--- src/rtl/fmi_defs.svh ---
`ifndef FMI_DEFS_SVH
`define FMI_DEFS_SVH

// ------------------------------
// index format
`define FMI_READ_LEN   101 // longest read the forward search handles
`define FMI_INTV_W     64  // one sa interval field
`define FMI_STEP_W     7   // step index and min_intv
`define FMI_READ_NUM_W 10
`define FMI_PTR_W      7   // curr queue holds 128 entries per read
`define FMI_ADDR_W     32

// ------------------------------
// cache line slice of a bound
`define FMI_LINE_HI    34
`define FMI_LINE_LO    7
`define FMI_LINE_PAD   4   // zero bits below the line index

`endif

--- src/rtl/mem_req_pkg.sv ---
`default_nettype none

`include "fmi_defs.svh"

package mem_req_pkg;

	typedef logic [`FMI_PTR_W-1:0]    ptr_t;        // next free curr queue slot
	typedef logic [4*`FMI_INTV_W-1:0] curr_entry_t; // {info, x2, x1, x0}
	typedef logic [`FMI_ADDR_W-1:0]   dram_addr_t;  // cache line address

endpackage

`default_nettype wire

--- src/rtl/smem_pkg.sv ---
`default_nettype none

`include "fmi_defs.svh"

package smem_pkg;

	// one-hot search status, all zero marks an empty pipeline slot
	typedef enum logic [5:0] {
		st_bubble  = 6'b00_0000,
		st_f_init  = 6'b00_0001, // first forward step, no occ result yet
		st_f_run   = 6'b00_0010,
		st_f_break = 6'b00_0100,
		st_bck_ini = 6'b00_1000,
		st_bck_run = 6'b01_0000,
		st_bck_end = 6'b10_0000
	} status_e;

	typedef logic [`FMI_INTV_W-1:0]     intv_t;     // x0, x1, x2 or info
	typedef logic [`FMI_STEP_W-1:0]     step_t;     // position in the read
	typedef logic [`FMI_READ_NUM_W-1:0] read_num_t;

endpackage

`default_nettype wire

--- src/rtl/fwd_decide_stage.sv ---
`default_nettype none

`include "fmi_defs.svh"

module fwd_decide_stage (
	input  wire                       Clk_32UI,
	input  wire                       reset_BWT_extend,
	input  wire                       stall_i,
	input  wire smem_pkg::status_e    status_i,
	input  wire smem_pkg::step_t      step_i,
	input  wire smem_pkg::step_t      min_intv_i,
	input  wire smem_pkg::step_t      backward_x_i,
	input  wire mem_req_pkg::ptr_t    ptr_i,
	input  wire smem_pkg::read_num_t  read_num_i,
	input  wire smem_pkg::intv_t      ik_x0_i, ik_x1_i, ik_x2_i, ik_info_i,
	input  wire smem_pkg::intv_t      occ_x0_i, occ_x1_i, occ_x2_i,
	output logic                      curr_we_o,
	output mem_req_pkg::ptr_t         curr_addr_o,
	output mem_req_pkg::curr_entry_t  curr_data_o,
	output smem_pkg::read_num_t       curr_read_num_o,
	output logic                      ret_valid_o,
	output smem_pkg::step_t           ret_o,
	output smem_pkg::read_num_t       ret_read_num_o,
	output smem_pkg::status_e         status_o,
	output smem_pkg::step_t           step_o,
	output smem_pkg::step_t           min_intv_o,
	output smem_pkg::step_t           backward_x_o,
	output mem_req_pkg::ptr_t         ptr_o,
	output smem_pkg::read_num_t       read_num_o,
	output smem_pkg::intv_t           ik_x0_o, ik_x1_o, ik_x2_o, ik_info_o,
	output smem_pkg::intv_t           occ_x0_o, occ_x1_o, occ_x2_o,
	output logic                      do_update_o
);

	import smem_pkg::*;
	import mem_req_pkg::*;

	logic len_hit;      // no base left to extend with
	logic at_len;
	logic run_step;
	logic brk_step;
	logic intv_changed; // occ result shrank the interval
	logic intv_small;
	ptr_t ptr_inc;

	assign len_hit      = (step_i >= step_t'(`FMI_READ_LEN));
	assign at_len       = (step_i == step_t'(`FMI_READ_LEN));
	assign run_step     = (status_i == st_f_run) && !len_hit;
	assign brk_step     = (status_i == st_f_break) || ((status_i == st_f_run) && len_hit);
	assign intv_changed = (occ_x2_i != ik_x2_i);
	assign intv_small   = (occ_x2_i < intv_t'(min_intv_i));
	assign ptr_inc      = ptr_i + ptr_t'(1);

	// ------------------------------
	// step end decision
	always_ff @(posedge Clk_32UI) begin
		if (!reset_BWT_extend) begin
			status_o    <= st_bubble;
			curr_we_o   <= 1'b0;
			ret_valid_o <= 1'b0;
			do_update_o <= 1'b0;
		end else if (!stall_i) begin
			curr_we_o   <= 1'b0;
			ret_valid_o <= 1'b0;
			do_update_o <= 1'b0;
			status_o    <= status_i; // f_init, backward and bubble pass
			if (run_step) begin
				do_update_o <= !(intv_changed && intv_small);
				if (intv_changed) begin
					curr_we_o <= 1'b1; // save the old ik before it shrinks
					if (intv_small)
						status_o <= st_f_break;
				end
			end else if (brk_step) begin
				curr_we_o   <= at_len; // full length match is kept too
				ret_valid_o <= 1'b1;
				status_o    <= st_bck_ini;
			end
		end
	end

	// ------------------------------
	// item and curr queue payload
	always_ff @(posedge Clk_32UI) begin
		if (!stall_i) begin
			if ((run_step && intv_changed) || (brk_step && at_len))
				ptr_o <= ptr_inc;
			else
				ptr_o <= ptr_i;
			curr_addr_o     <= ptr_i;
			curr_data_o     <= {ik_info_i, ik_x2_i, ik_x1_i, ik_x0_i};
			curr_read_num_o <= read_num_i;
			ret_o           <= ik_info_i[`FMI_STEP_W-1:0]; // break position
			ret_read_num_o  <= read_num_i;
			step_o          <= step_i;
			min_intv_o      <= min_intv_i;
			backward_x_o    <= backward_x_i;
			read_num_o      <= read_num_i;
			ik_x0_o         <= ik_x0_i;
			ik_x1_o         <= ik_x1_i;
			ik_x2_o         <= ik_x2_i;
			ik_info_o       <= ik_info_i;
			occ_x0_o        <= occ_x0_i;
			occ_x1_o        <= occ_x1_i;
			occ_x2_o        <= occ_x2_i;
		end
	end

	// a break report always hands the item to the backward phase
	assert property (@(posedge Clk_32UI) disable iff (!reset_BWT_extend)
		ret_valid_o |-> (status_o == st_bck_ini));

	assert property (@(posedge Clk_32UI) !reset_BWT_extend |=> !curr_we_o);

endmodule

`default_nettype wire

--- src/rtl/fwd_extend_top.sv ---
`default_nettype none

module fwd_extend_top (
	input  wire                       Clk_32UI,
	input  wire                       reset_BWT_extend,
	input  wire                       stall_i,
	input  wire smem_pkg::intv_t      primary_i,
	input  wire smem_pkg::status_e    status_i,
	input  wire smem_pkg::step_t      step_i,
	input  wire smem_pkg::step_t      min_intv_i,
	input  wire smem_pkg::step_t      backward_x_i,
	input  wire mem_req_pkg::ptr_t    ptr_i,
	input  wire smem_pkg::read_num_t  read_num_i,
	input  wire smem_pkg::intv_t      ik_x0_i, ik_x1_i, ik_x2_i, ik_info_i,
	input  wire smem_pkg::intv_t      occ_x0_i, occ_x1_i, occ_x2_i,
	output logic                      curr_we_o,
	output mem_req_pkg::ptr_t         curr_addr_o,
	output mem_req_pkg::curr_entry_t  curr_data_o,
	output smem_pkg::read_num_t       curr_read_num_o,
	output logic                      ret_valid_o,
	output smem_pkg::step_t           ret_o,
	output smem_pkg::read_num_t       ret_read_num_o,
	output smem_pkg::status_e         query_status_o,
	output smem_pkg::read_num_t       query_read_num_o,
	output smem_pkg::step_t           next_query_pos_o,
	output logic                      dram_valid_o,
	output mem_req_pkg::dram_addr_t   addr_k_o, addr_l_o,
	output smem_pkg::status_e         status_o,
	output smem_pkg::step_t           step_o,
	output smem_pkg::step_t           min_intv_o,
	output smem_pkg::step_t           backward_x_o,
	output mem_req_pkg::ptr_t         ptr_o,
	output smem_pkg::read_num_t       read_num_o,
	output smem_pkg::intv_t           ik_x0_o, ik_x1_o, ik_x2_o, ik_info_o
);

	import smem_pkg::*;
	import mem_req_pkg::*;

	// ------------------------------
	// decide -> update
	status_e   d_status;
	step_t     d_step, d_min_intv, d_backward_x;
	ptr_t      d_ptr;
	read_num_t d_read_num;
	intv_t     d_ik_x0, d_ik_x1, d_ik_x2, d_ik_info;
	intv_t     d_occ_x0, d_occ_x1, d_occ_x2;
	logic      d_do_update;

	// ------------------------------
	// update -> request
	status_e   u_status;
	step_t     u_step, u_min_intv, u_backward_x;
	ptr_t      u_ptr;
	read_num_t u_read_num;
	intv_t     u_ik_x0, u_ik_x1, u_ik_x2, u_ik_info;
	intv_t     u_k_tmp, u_l_tmp, u_k_tmp_dec, u_l_tmp_dec;

	fwd_decide_stage fwd_decide_stage_inst (
		.Clk_32UI(Clk_32UI), .reset_BWT_extend(reset_BWT_extend), .stall_i(stall_i),
		.status_i(status_i), .step_i(step_i), .min_intv_i(min_intv_i),
		.backward_x_i(backward_x_i), .ptr_i(ptr_i), .read_num_i(read_num_i),
		.ik_x0_i(ik_x0_i), .ik_x1_i(ik_x1_i), .ik_x2_i(ik_x2_i), .ik_info_i(ik_info_i),
		.occ_x0_i(occ_x0_i), .occ_x1_i(occ_x1_i), .occ_x2_i(occ_x2_i),
		.curr_we_o(curr_we_o), .curr_addr_o(curr_addr_o), .curr_data_o(curr_data_o),
		.curr_read_num_o(curr_read_num_o),
		.ret_valid_o(ret_valid_o), .ret_o(ret_o), .ret_read_num_o(ret_read_num_o),
		.status_o(d_status), .step_o(d_step), .min_intv_o(d_min_intv),
		.backward_x_o(d_backward_x), .ptr_o(d_ptr), .read_num_o(d_read_num),
		.ik_x0_o(d_ik_x0), .ik_x1_o(d_ik_x1), .ik_x2_o(d_ik_x2), .ik_info_o(d_ik_info),
		.occ_x0_o(d_occ_x0), .occ_x1_o(d_occ_x1), .occ_x2_o(d_occ_x2),
		.do_update_o(d_do_update)
	);

	fwd_update_stage fwd_update_stage_inst (
		.Clk_32UI(Clk_32UI), .reset_BWT_extend(reset_BWT_extend), .stall_i(stall_i),
		.status_i(d_status), .step_i(d_step), .min_intv_i(d_min_intv),
		.backward_x_i(d_backward_x), .ptr_i(d_ptr), .read_num_i(d_read_num),
		.ik_x0_i(d_ik_x0), .ik_x1_i(d_ik_x1), .ik_x2_i(d_ik_x2), .ik_info_i(d_ik_info),
		.occ_x0_i(d_occ_x0), .occ_x1_i(d_occ_x1), .occ_x2_i(d_occ_x2),
		.do_update_i(d_do_update),
		.status_o(u_status), .step_o(u_step), .min_intv_o(u_min_intv),
		.backward_x_o(u_backward_x), .ptr_o(u_ptr), .read_num_o(u_read_num),
		.ik_x0_o(u_ik_x0), .ik_x1_o(u_ik_x1), .ik_x2_o(u_ik_x2), .ik_info_o(u_ik_info),
		.k_tmp_o(u_k_tmp), .l_tmp_o(u_l_tmp),
		.k_tmp_dec_o(u_k_tmp_dec), .l_tmp_dec_o(u_l_tmp_dec)
	);

	fwd_request_stage fwd_request_stage_inst (
		.Clk_32UI(Clk_32UI), .reset_BWT_extend(reset_BWT_extend), .stall_i(stall_i),
		.primary_i(primary_i),
		.status_i(u_status), .step_i(u_step), .min_intv_i(u_min_intv),
		.backward_x_i(u_backward_x), .ptr_i(u_ptr), .read_num_i(u_read_num),
		.ik_x0_i(u_ik_x0), .ik_x1_i(u_ik_x1), .ik_x2_i(u_ik_x2), .ik_info_i(u_ik_info),
		.k_tmp_i(u_k_tmp), .l_tmp_i(u_l_tmp),
		.k_tmp_dec_i(u_k_tmp_dec), .l_tmp_dec_i(u_l_tmp_dec),
		.query_status_o(query_status_o), .query_read_num_o(query_read_num_o),
		.next_query_pos_o(next_query_pos_o),
		.dram_valid_o(dram_valid_o), .addr_k_o(addr_k_o), .addr_l_o(addr_l_o),
		.status_o(status_o), .step_o(step_o), .min_intv_o(min_intv_o),
		.backward_x_o(backward_x_o), .ptr_o(ptr_o), .read_num_o(read_num_o),
		.ik_x0_o(ik_x0_o), .ik_x1_o(ik_x1_o), .ik_x2_o(ik_x2_o), .ik_info_o(ik_info_o)
	);

endmodule

`default_nettype wire

--- src/rtl/fwd_request_stage.sv ---
`default_nettype none

`include "fmi_defs.svh"

module fwd_request_stage (
	input  wire                       Clk_32UI,
	input  wire                       reset_BWT_extend,
	input  wire                       stall_i,
	input  wire smem_pkg::intv_t      primary_i,
	input  wire smem_pkg::status_e    status_i,
	input  wire smem_pkg::step_t      step_i,
	input  wire smem_pkg::step_t      min_intv_i,
	input  wire smem_pkg::step_t      backward_x_i,
	input  wire mem_req_pkg::ptr_t    ptr_i,
	input  wire smem_pkg::read_num_t  read_num_i,
	input  wire smem_pkg::intv_t      ik_x0_i, ik_x1_i, ik_x2_i, ik_info_i,
	input  wire smem_pkg::intv_t      k_tmp_i, l_tmp_i, k_tmp_dec_i, l_tmp_dec_i,
	output smem_pkg::status_e         query_status_o,
	output smem_pkg::read_num_t       query_read_num_o,
	output smem_pkg::step_t           next_query_pos_o,
	output logic                      dram_valid_o,
	output mem_req_pkg::dram_addr_t   addr_k_o, addr_l_o,
	output smem_pkg::status_e         status_o,
	output smem_pkg::step_t           step_o,
	output smem_pkg::step_t           min_intv_o,
	output smem_pkg::step_t           backward_x_o,
	output mem_req_pkg::ptr_t         ptr_o,
	output smem_pkg::read_num_t       read_num_o,
	output smem_pkg::intv_t           ik_x0_o, ik_x1_o, ik_x2_o, ik_info_o
);

	import smem_pkg::*;
	import mem_req_pkg::*;

	status_e   status_q;
	step_t     step_q, min_intv_q, backward_x_q;
	ptr_t      ptr_q;
	read_num_t read_num_q;
	intv_t     ik_x0_q, ik_x1_q, ik_x2_q, ik_info_q;
	intv_t     k_tmp_q, l_tmp_q, k_dec_q, l_dec_q;
	intv_t     k_bound, l_bound;
	logic      fetch;

	function automatic dram_addr_t line_addr(input intv_t bound);
		return {bound[`FMI_LINE_HI:`FMI_LINE_LO], {`FMI_LINE_PAD{1'b0}}};
	endfunction

	// the primary row is missing from the bwt, rows past it shift down by one
	assign k_bound = (k_tmp_q >= primary_i) ? k_dec_q : k_tmp_q;
	assign l_bound = (l_tmp_q >= primary_i) ? l_dec_q : l_tmp_q;
	assign fetch   = (status_q == st_f_init) || (status_q == st_f_run);

	// ------------------------------
	// control, both cycles
	always_ff @(posedge Clk_32UI) begin
		if (!reset_BWT_extend) begin
			status_q       <= st_bubble;
			query_status_o <= st_bubble;
			status_o       <= st_bubble;
			dram_valid_o   <= 1'b0;
		end else if (!stall_i) begin
			status_q       <= status_i;
			query_status_o <= status_i; // query base fetched one cycle ahead
			status_o       <= (status_q == st_f_init) ? st_f_run : status_q;
			dram_valid_o   <= fetch; // no fetch after a break
		end
	end

	// ------------------------------
	// payload, both cycles
	always_ff @(posedge Clk_32UI) begin
		if (!stall_i) begin
			step_q           <= step_i;
			min_intv_q       <= min_intv_i;
			backward_x_q     <= backward_x_i;
			ptr_q            <= ptr_i;
			read_num_q       <= read_num_i;
			ik_x0_q          <= ik_x0_i;
			ik_x1_q          <= ik_x1_i;
			ik_x2_q          <= ik_x2_i;
			ik_info_q        <= ik_info_i;
			k_tmp_q          <= k_tmp_i;
			l_tmp_q          <= l_tmp_i;
			k_dec_q          <= k_tmp_dec_i;
			l_dec_q          <= l_tmp_dec_i;
			query_read_num_o <= read_num_i;
			next_query_pos_o <= step_i;
			addr_k_o         <= fetch ? line_addr(k_bound) : '0;
			addr_l_o         <= fetch ? line_addr(l_bound) : '0;
			step_o           <= step_q;
			min_intv_o       <= min_intv_q;
			backward_x_o     <= backward_x_q;
			ptr_o            <= ptr_q;
			read_num_o       <= read_num_q;
			ik_x0_o          <= ik_x0_q;
			ik_x1_o          <= ik_x1_q;
			ik_x2_o          <= ik_x2_q;
			ik_info_o        <= ik_info_q;
		end
	end

	assert property (@(posedge Clk_32UI) disable iff (!reset_BWT_extend)
		dram_valid_o |-> (addr_k_o[`FMI_LINE_PAD-1:0] == '0)
			&& (addr_l_o[`FMI_LINE_PAD-1:0] == '0));

endmodule

`default_nettype wire

--- src/rtl/fwd_update_stage.sv ---
`default_nettype none

module fwd_update_stage (
	input  wire                       Clk_32UI,
	input  wire                       reset_BWT_extend,
	input  wire                       stall_i,
	input  wire smem_pkg::status_e    status_i,
	input  wire smem_pkg::step_t      step_i,
	input  wire smem_pkg::step_t      min_intv_i,
	input  wire smem_pkg::step_t      backward_x_i,
	input  wire mem_req_pkg::ptr_t    ptr_i,
	input  wire smem_pkg::read_num_t  read_num_i,
	input  wire smem_pkg::intv_t      ik_x0_i, ik_x1_i, ik_x2_i, ik_info_i,
	input  wire smem_pkg::intv_t      occ_x0_i, occ_x1_i, occ_x2_i,
	input  wire                       do_update_i,
	output smem_pkg::status_e         status_o,
	output smem_pkg::step_t           step_o,
	output smem_pkg::step_t           min_intv_o,
	output smem_pkg::step_t           backward_x_o,
	output mem_req_pkg::ptr_t         ptr_o,
	output smem_pkg::read_num_t       read_num_o,
	output smem_pkg::intv_t           ik_x0_o, ik_x1_o, ik_x2_o, ik_info_o,
	output smem_pkg::intv_t           k_tmp_o, l_tmp_o, k_tmp_dec_o, l_tmp_dec_o
);

	import smem_pkg::*;

	logic  upd;
	intv_t nxt_x0, nxt_x1, nxt_x2, nxt_info;
	intv_t k_nxt, l_nxt;
	step_t nxt_step;

	assign upd      = (status_i == st_f_run) && do_update_i;
	assign nxt_x0   = upd ? occ_x0_i : ik_x0_i;
	assign nxt_x1   = upd ? occ_x1_i : ik_x1_i;
	assign nxt_x2   = upd ? occ_x2_i : ik_x2_i;
	assign nxt_step = upd ? step_i + step_t'(1) : step_i;
	assign nxt_info = upd ? intv_t'(nxt_step) : ik_info_i; // info records i+1

	// bounds of the interval that goes to memory
	assign k_nxt = nxt_x1 - intv_t'(1);
	assign l_nxt = k_nxt + nxt_x2;

	always_ff @(posedge Clk_32UI) begin
		if (!reset_BWT_extend)
			status_o <= st_bubble;
		else if (!stall_i)
			status_o <= status_i;
	end

	// ------------------------------
	// commit ik and step, prepare both candidates of each bound
	always_ff @(posedge Clk_32UI) begin
		if (!stall_i) begin
			ik_x0_o      <= nxt_x0;
			ik_x1_o      <= nxt_x1;
			ik_x2_o      <= nxt_x2;
			ik_info_o    <= nxt_info;
			step_o       <= nxt_step;
			k_tmp_o      <= k_nxt;
			l_tmp_o      <= l_nxt;
			k_tmp_dec_o  <= k_nxt - intv_t'(1); // used when past the primary row
			l_tmp_dec_o  <= l_nxt - intv_t'(1);
			min_intv_o   <= min_intv_i;
			backward_x_o <= backward_x_i;
			ptr_o        <= ptr_i;
			read_num_o   <= read_num_i;
		end
	end

endmodule

`default_nettype wire

--- config.mk ---
export PLATFORM = sky130hd
export DESIGN_NAME = fwd_extend_top
export DESIGN_NICKNAME = d
export VERILOG_FILES = /design/src/rtl/mem_req_pkg.sv /design/src/rtl/smem_pkg.sv /design/src/rtl/fwd_decide_stage.sv /design/src/rtl/fwd_extend_top.sv /design/src/rtl/fwd_request_stage.sv /design/src/rtl/fwd_update_stage.sv
export VERILOG_INCLUDE_DIRS = /design/src /design/src/rtl
export SDC_FILE = /design/constraint.sdc
export NUM_CORES = 2
export LEC_CHECK = 0
export CAP_MARGIN = 30
export CORE_AREA = 2 2 479 481
export DETAILED_ROUTE_END_ITERATION = 12
export DIE_AREA = 0 0 481 483
export DONT_BUFFER_PORTS = 1
export MAX_ROUTING_LAYER = met4
export SKIP_CTS_REPAIR_TIMING = 1
export SYNTH_ARGS = -nofsm -noshare
export SYNTH_HDL_FRONTEND = slang
export SYNTH_SLANG_ARGS = --single-unit
--- constraint.sdc ---
create_clock -name Clk_32UI -period 65 [get_ports Clk_32UI]
set_input_delay 6.5 -clock Clk_32UI [delete_from_list [all_inputs] [get_ports Clk_32UI]]
set_output_delay 6.5 -clock Clk_32UI [all_outputs]
set_load 0.05 [all_outputs]
# == Word-level counts from Yosys, hierarchy flattened ==
# Index checks and enable logic that the tools add are counted.
# word_totals
reg_bits,2126
inputBits,559
output_inout_bits,680
# classes
magnitude_cmp,4
addsub,6
muxes,19
reduce_logical,11
n_eq_ne,7
# ops
cell,n
$mux 64,3
$ge 64x64->1,2
$mux 35,2
$sub 35x1->35 const B,2
$add 64x64->64,1
$lt 64x7->1,1
$ne 64x64->1,1
$sub 64x1->64 const B,1
$mux 6,5
$mux 7,3
$eq 6x2->1 const B,3
$add 7x1->7 const B,2
$eq 7x7->1 const B,1
$ge 7x7->1 const B,1
$eq 6x1->1 const B,1
$eq 6x3->1 const B,1
$logic_and 1x1->1,6
$mux 1,6
$logic_or 1x1->1,3
$logic_not 1->1,2

# == Longest topological paths before layout ==
# logic_depth
ltp_word,6
depth_mapped,34
ltp_nobuf,27

# == Modules after synthesis ==
# A second synthesis with hierarchy kept.
# hier_totals
hier_cells,5250
hier_area_um2,77842.2
# by_module_without_submodules
module,area_per_inst_um2,n_inst,cells_per_inst
fwd_update_stage,29660.9,1,2778
fwd_request_stage,29534.6,1,1475
fwd_decide_stage,18646.6,1,997

# == Least setup slack after synthesis ==
# Ideal clock, no wire load.
# synth_timing
path_type,input to register
start,input port stall_i
end,register fwd_decide_stage_inst.backward_x_o[0] (enable)
setup_ns,13.674
stages,1
path_slack_ns,12.160
n_path_buf,0
required_ns,51.326
t_arrival_ns,39.166
cell_sequence,clkinv_1
# synth_lines
item,line_no,text
from (decl),fwd_extend_top.sv:6,"input wire stall_i,"
to (signal assigned),fwd_decide_stage.sv:97,backward_x_o <= backward_x_i;
to (decl),fwd_decide_stage.sv:27,"output smem_pkg::step_t backward_x_o,"
# No word-level cell between the ends.

# == Worst setup path after layout ==
# layout_timing
start,input port stall_i
end,register fwd_request_stage_inst.read_num_o[2] (enable)
# layout_lines
item,line_no,text
to (signal assigned),fwd_request_stage.sv:94,read_num_o <= read_num_q;
to (decl),fwd_request_stage.sv:28,"output smem_pkg::read_num_t read_num_o,"
# No word-level cell between the ends.

==> results.md <==
- Run status: finished, final reports clean
- Unrepaired setup endpoints after global routing: false
- PwrDens: ~36 nW/um2
- Fmax: 0.0852 GHz
- # DRC: 0
- WL/cell: between 30 and 40 um
- Crit-path slowest cell: buf_4
- Routability Congestion: slightly above 0.9
- TritonCTS clock tree: done
- Worst-path cell chain: inv_8, buf_4, buf_4, buf_4, buf_4, buf_4, buf_4
- DIE HEIGHT: between 400 and 500 um
- Sequential-to-total area share from yosys stat: between 70% and 80%
- Cell Area, Placed: 73900 um2
- Mapped Avg Cell Area: 16.4 um2
- Clk_skew: between 0.08 and 0.09 ns
- Period utilisation layout: 18.1%
- Die area: 232000 um2
- Initial antenna violation count: between 80 and 90
- Final antenna-violating net count: 0
- Minimum clock period: 11.74 ns
- Post-synthesis register bit count: roughly 1800
- Cells after synthesis: ~4300
- Vias in the first global route: around 36000
- Number of DRC markers in iteration 0: 3553
- Area grow syn2layout: 15.2%
- Largest net degree at the start of global routing: 186
- Crit-path max FO: just under 100
- CP Capture Type: flop
- Post-DR vias/cell: roughly 4.9
- GRT overflow: 0
- Via count: ~37000
- CP max stage delay: between 0.8 and 0.9 ns
- MaxCap Viol Count: 0
- # port buffers: 0
- Yosys warns: 0
- Crit Path Class: primary input to flop
- Worst skew pair latency: around 0.85 ns
- Fillers: approximately 21000
- Final Setup Violations: 0
- Hold Violations, Final: 0
- Max-slew headroom: around 29%
- DRT Pass-1 Iters: 6
- Arr. time, crit path: between 10 and 15 ns
- Cts bufs inserted: between 150 and 200
- First-pass GRT wire length: 309000 um
- Post-synth EDFFs: between 1500 and 2000
- Setup TNS: 0 ns
- Slew Viols, Final: 0
- Die W: roughly 480 um
- Gr usage total: between 20% and 30%
- H-tree levels: 4
- Post-layout util: about 36%
- WL final: 234000 um
- # nets final: approximately 5200
- Detailed Place HPWL: 185000 um
- Starting density of the core: 30.9%
- Number of library cell types mapped by synthesis: 95
- Top_reg_cell synth: edfxtp_1
- Layout cell share with drive strength beyond 1: 9.20%
- Worst Path Required: roughly 65 ns
- Post-route cell area: approximately 80000 um2
- Cell count after placement: around 7200
- Startpoint Class: primary input
- Clock transition at path regs: ~0.060 ns
- Mapped Area: 70000 um2
- # rows: between 150 and 200
- Core ar.: ~230000 um2
- IO Count: ~1200
- Hold Path Class: flop to flop
- Non-filler cells in the finished layout: 7664
- Worst-case clock buffer depth: 3
- CP dominant cell by count: buf_4
- CTS Root Cell: clkbuf_16
- Clock sink total: 1827
- Worst slew pin tran: around 1.1 ns
- Leakage: a little under 30 nW
- Asr flop ratio synth: 0%
- Max VDD drop: roughly 0.027 mV
cells in the mapped netlist (7+ instances only):
cell	count	area [um2]
o21bai_1	13	97.6
buf_4	25	188
dfxtp_1	28	561
mux2_2	9	101
nand3b_1	8	60.1
xor2_1	123	1080
nor4_1	65	407
nor2_1	150	563
or4_1	14	105
nand3_1	69	345
a211oi_1	8	60.1
or3_1	19	119
xnor2_1	117	1020
o21a_1	8	60.1
a21oi_1	133	666
nand4_1	48	300
and3_1	14	87.6
a21o_1	109	818
mux2i_1	81	811
clkbuf_1	78	293
nor2b_1	40	250
buf_2	10	50.1
inv_1	132	495
a31oi_1	7	43.8
o21ai_0	93	465
edfxtp_1	1799	54000
buf_1	8	30.0
nand2b_1	22	138
nor3_1	56	280
o31ai_1	10	75.1
nand2_1	577	2170
and2_1	66	413
ha_1	200	2500
kinds of logic after synthesis:
group           synth area share [%]
flops                           78.0
buf+inv                         1.53
compound gates                  4.39
xor+xnor                        3.00
other cells                  0.00536
fa+ha+maj                       3.62
mux                             1.32
simple gates                    8.15
routing by layer:
layer / GRT usage, % / vias to the layer above / share of wire [%]
met5: - / - / 0
met4: 6.86 / 0 / 3.5
met3: 6.88 / 331 / 9.9
met2: 32.1 / 1758 / 48
met1: 23.5 / 18768 / 38
li1: - / 16460 / -
flip-flops by register name, summed over array words and instances (netlist names), 64 cells and up:
signal                            flops
fwd_decide_stage_inst.ik_info_o      64
fwd_decide_stage_inst.occ_x0_o       64
fwd_decide_stage_inst.occ_x1_o       64
fwd_decide_stage_inst.occ_x2_o       64
fwd_request_stage_inst.ik_info_o     64
fwd_request_stage_inst.ik_info_q     64
fwd_request_stage_inst.ik_x0_o       64
fwd_request_stage_inst.ik_x0_q       64
fwd_request_stage_inst.ik_x1_o       64
fwd_request_stage_inst.ik_x1_q       64
fwd_request_stage_inst.ik_x2_o       64
fwd_request_stage_inst.ik_x2_q       64
fwd_request_stage_inst.k_tmp_q       64
fwd_request_stage_inst.l_tmp_q       64
fwd_update_stage_inst.ik_info_o      64
fwd_update_stage_inst.ik_x0_o        64
fwd_update_stage_inst.ik_x2_o        64
fwd_update_stage_inst.k_tmp_o        64
fwd_update_stage_inst.l_tmp_o        64
stage by stage:
| stage | setup slack (ns) | total power, W | hold slack (ns) |
|---|---|---|---|
| 2_1_floorplan | 12.16 | 0.00177 | 0.400 |
| 3_3_place_gp | 52.50 | 0.00177 | 0.401 |
| 3_5_place_dp | 52.27 | 0.00178 | 0.405 |
| 4_1_cts | 53.22 | 0.00291 | 0.351 |
| 5_1_grt | 52.82 | 0.00298 | 0.370 |
| 6_report | 53.26 | 0.00288 | 0.360 |
path summary, 6_finish.rpt:
| path | slack (ns) | from | to | depth (start not counted) |
|---|---|---|---|---|
| setup / recovery | 53.26 | stall_i | fwd_request_stage_inst.read_num_o[2]$_DFFE_PN_ | 7 |
| hold / removal | 0.36 | fwd_update_stage_inst.ik_x1_o[8]$_DFFE_PN_ | fwd_request_stage_inst.ik_x1_q[8]$_DFFE_PN_ | 0 |
| setup reg to reg | 56.63 | fwd_decide_stage_inst.status_o[2]$_SDFFE_PN0N_ | fwd_update_stage_inst.l_tmp_dec_o[34]$_DFFE_PN_ | 20 |
| hold reg to reg | 0.36 | fwd_update_stage_inst.ik_x1_o[8]$_DFFE_PN_ | fwd_request_stage_inst.ik_x1_q[8]$_DFFE_PN_ | 0 |
layout make-up:
type                       count  area, um2  area share, %
antenna                       70        175          0.217
sequential                  1827      54600           67.7
clock buffer                 219       4930           6.11
tap                         3009       3760           4.67
clock inverter               131       1600           1.99
multi-input combinational   2202      14400           17.9
timing repair buffer          73        668          0.828
inverter                     133        507          0.628
where the power goes:
part           internal, W  switching [W]
Sequential         0.00141       0.000148
Combinational    0.0000631       0.000132
Clock             0.000650       0.000478
Total              0.00212       0.000758
critical path: cells and delay by family:
kind	cells	cell delay (ns)
buffers and inverters	7	5.36
placed cells by master, fill, tap and decap left out, drive strengths merged, types with 9 or more instances in the layout:
master	n
a21o	109
buf	72
or3	19
clkinv	83
dfxtp	28
nor2	151
diode	70
bufinv	25
nor4	72
or4	14
and3	14
a211oi	12
nor2b	40
clkinvlp	14
mux2	9
edfxtp	1799
nand2b	22
and2	67
clkbuf	220
nand2	579
nand4	48
ha	200
nand3	70
o31ai	10
o21ai	97
xnor2	117
a21oi	135
nor3	56
o21bai	13
mux2i	82
inv	142
xor2	123
No activity file was read; power rests on OpenSTA's default activity.
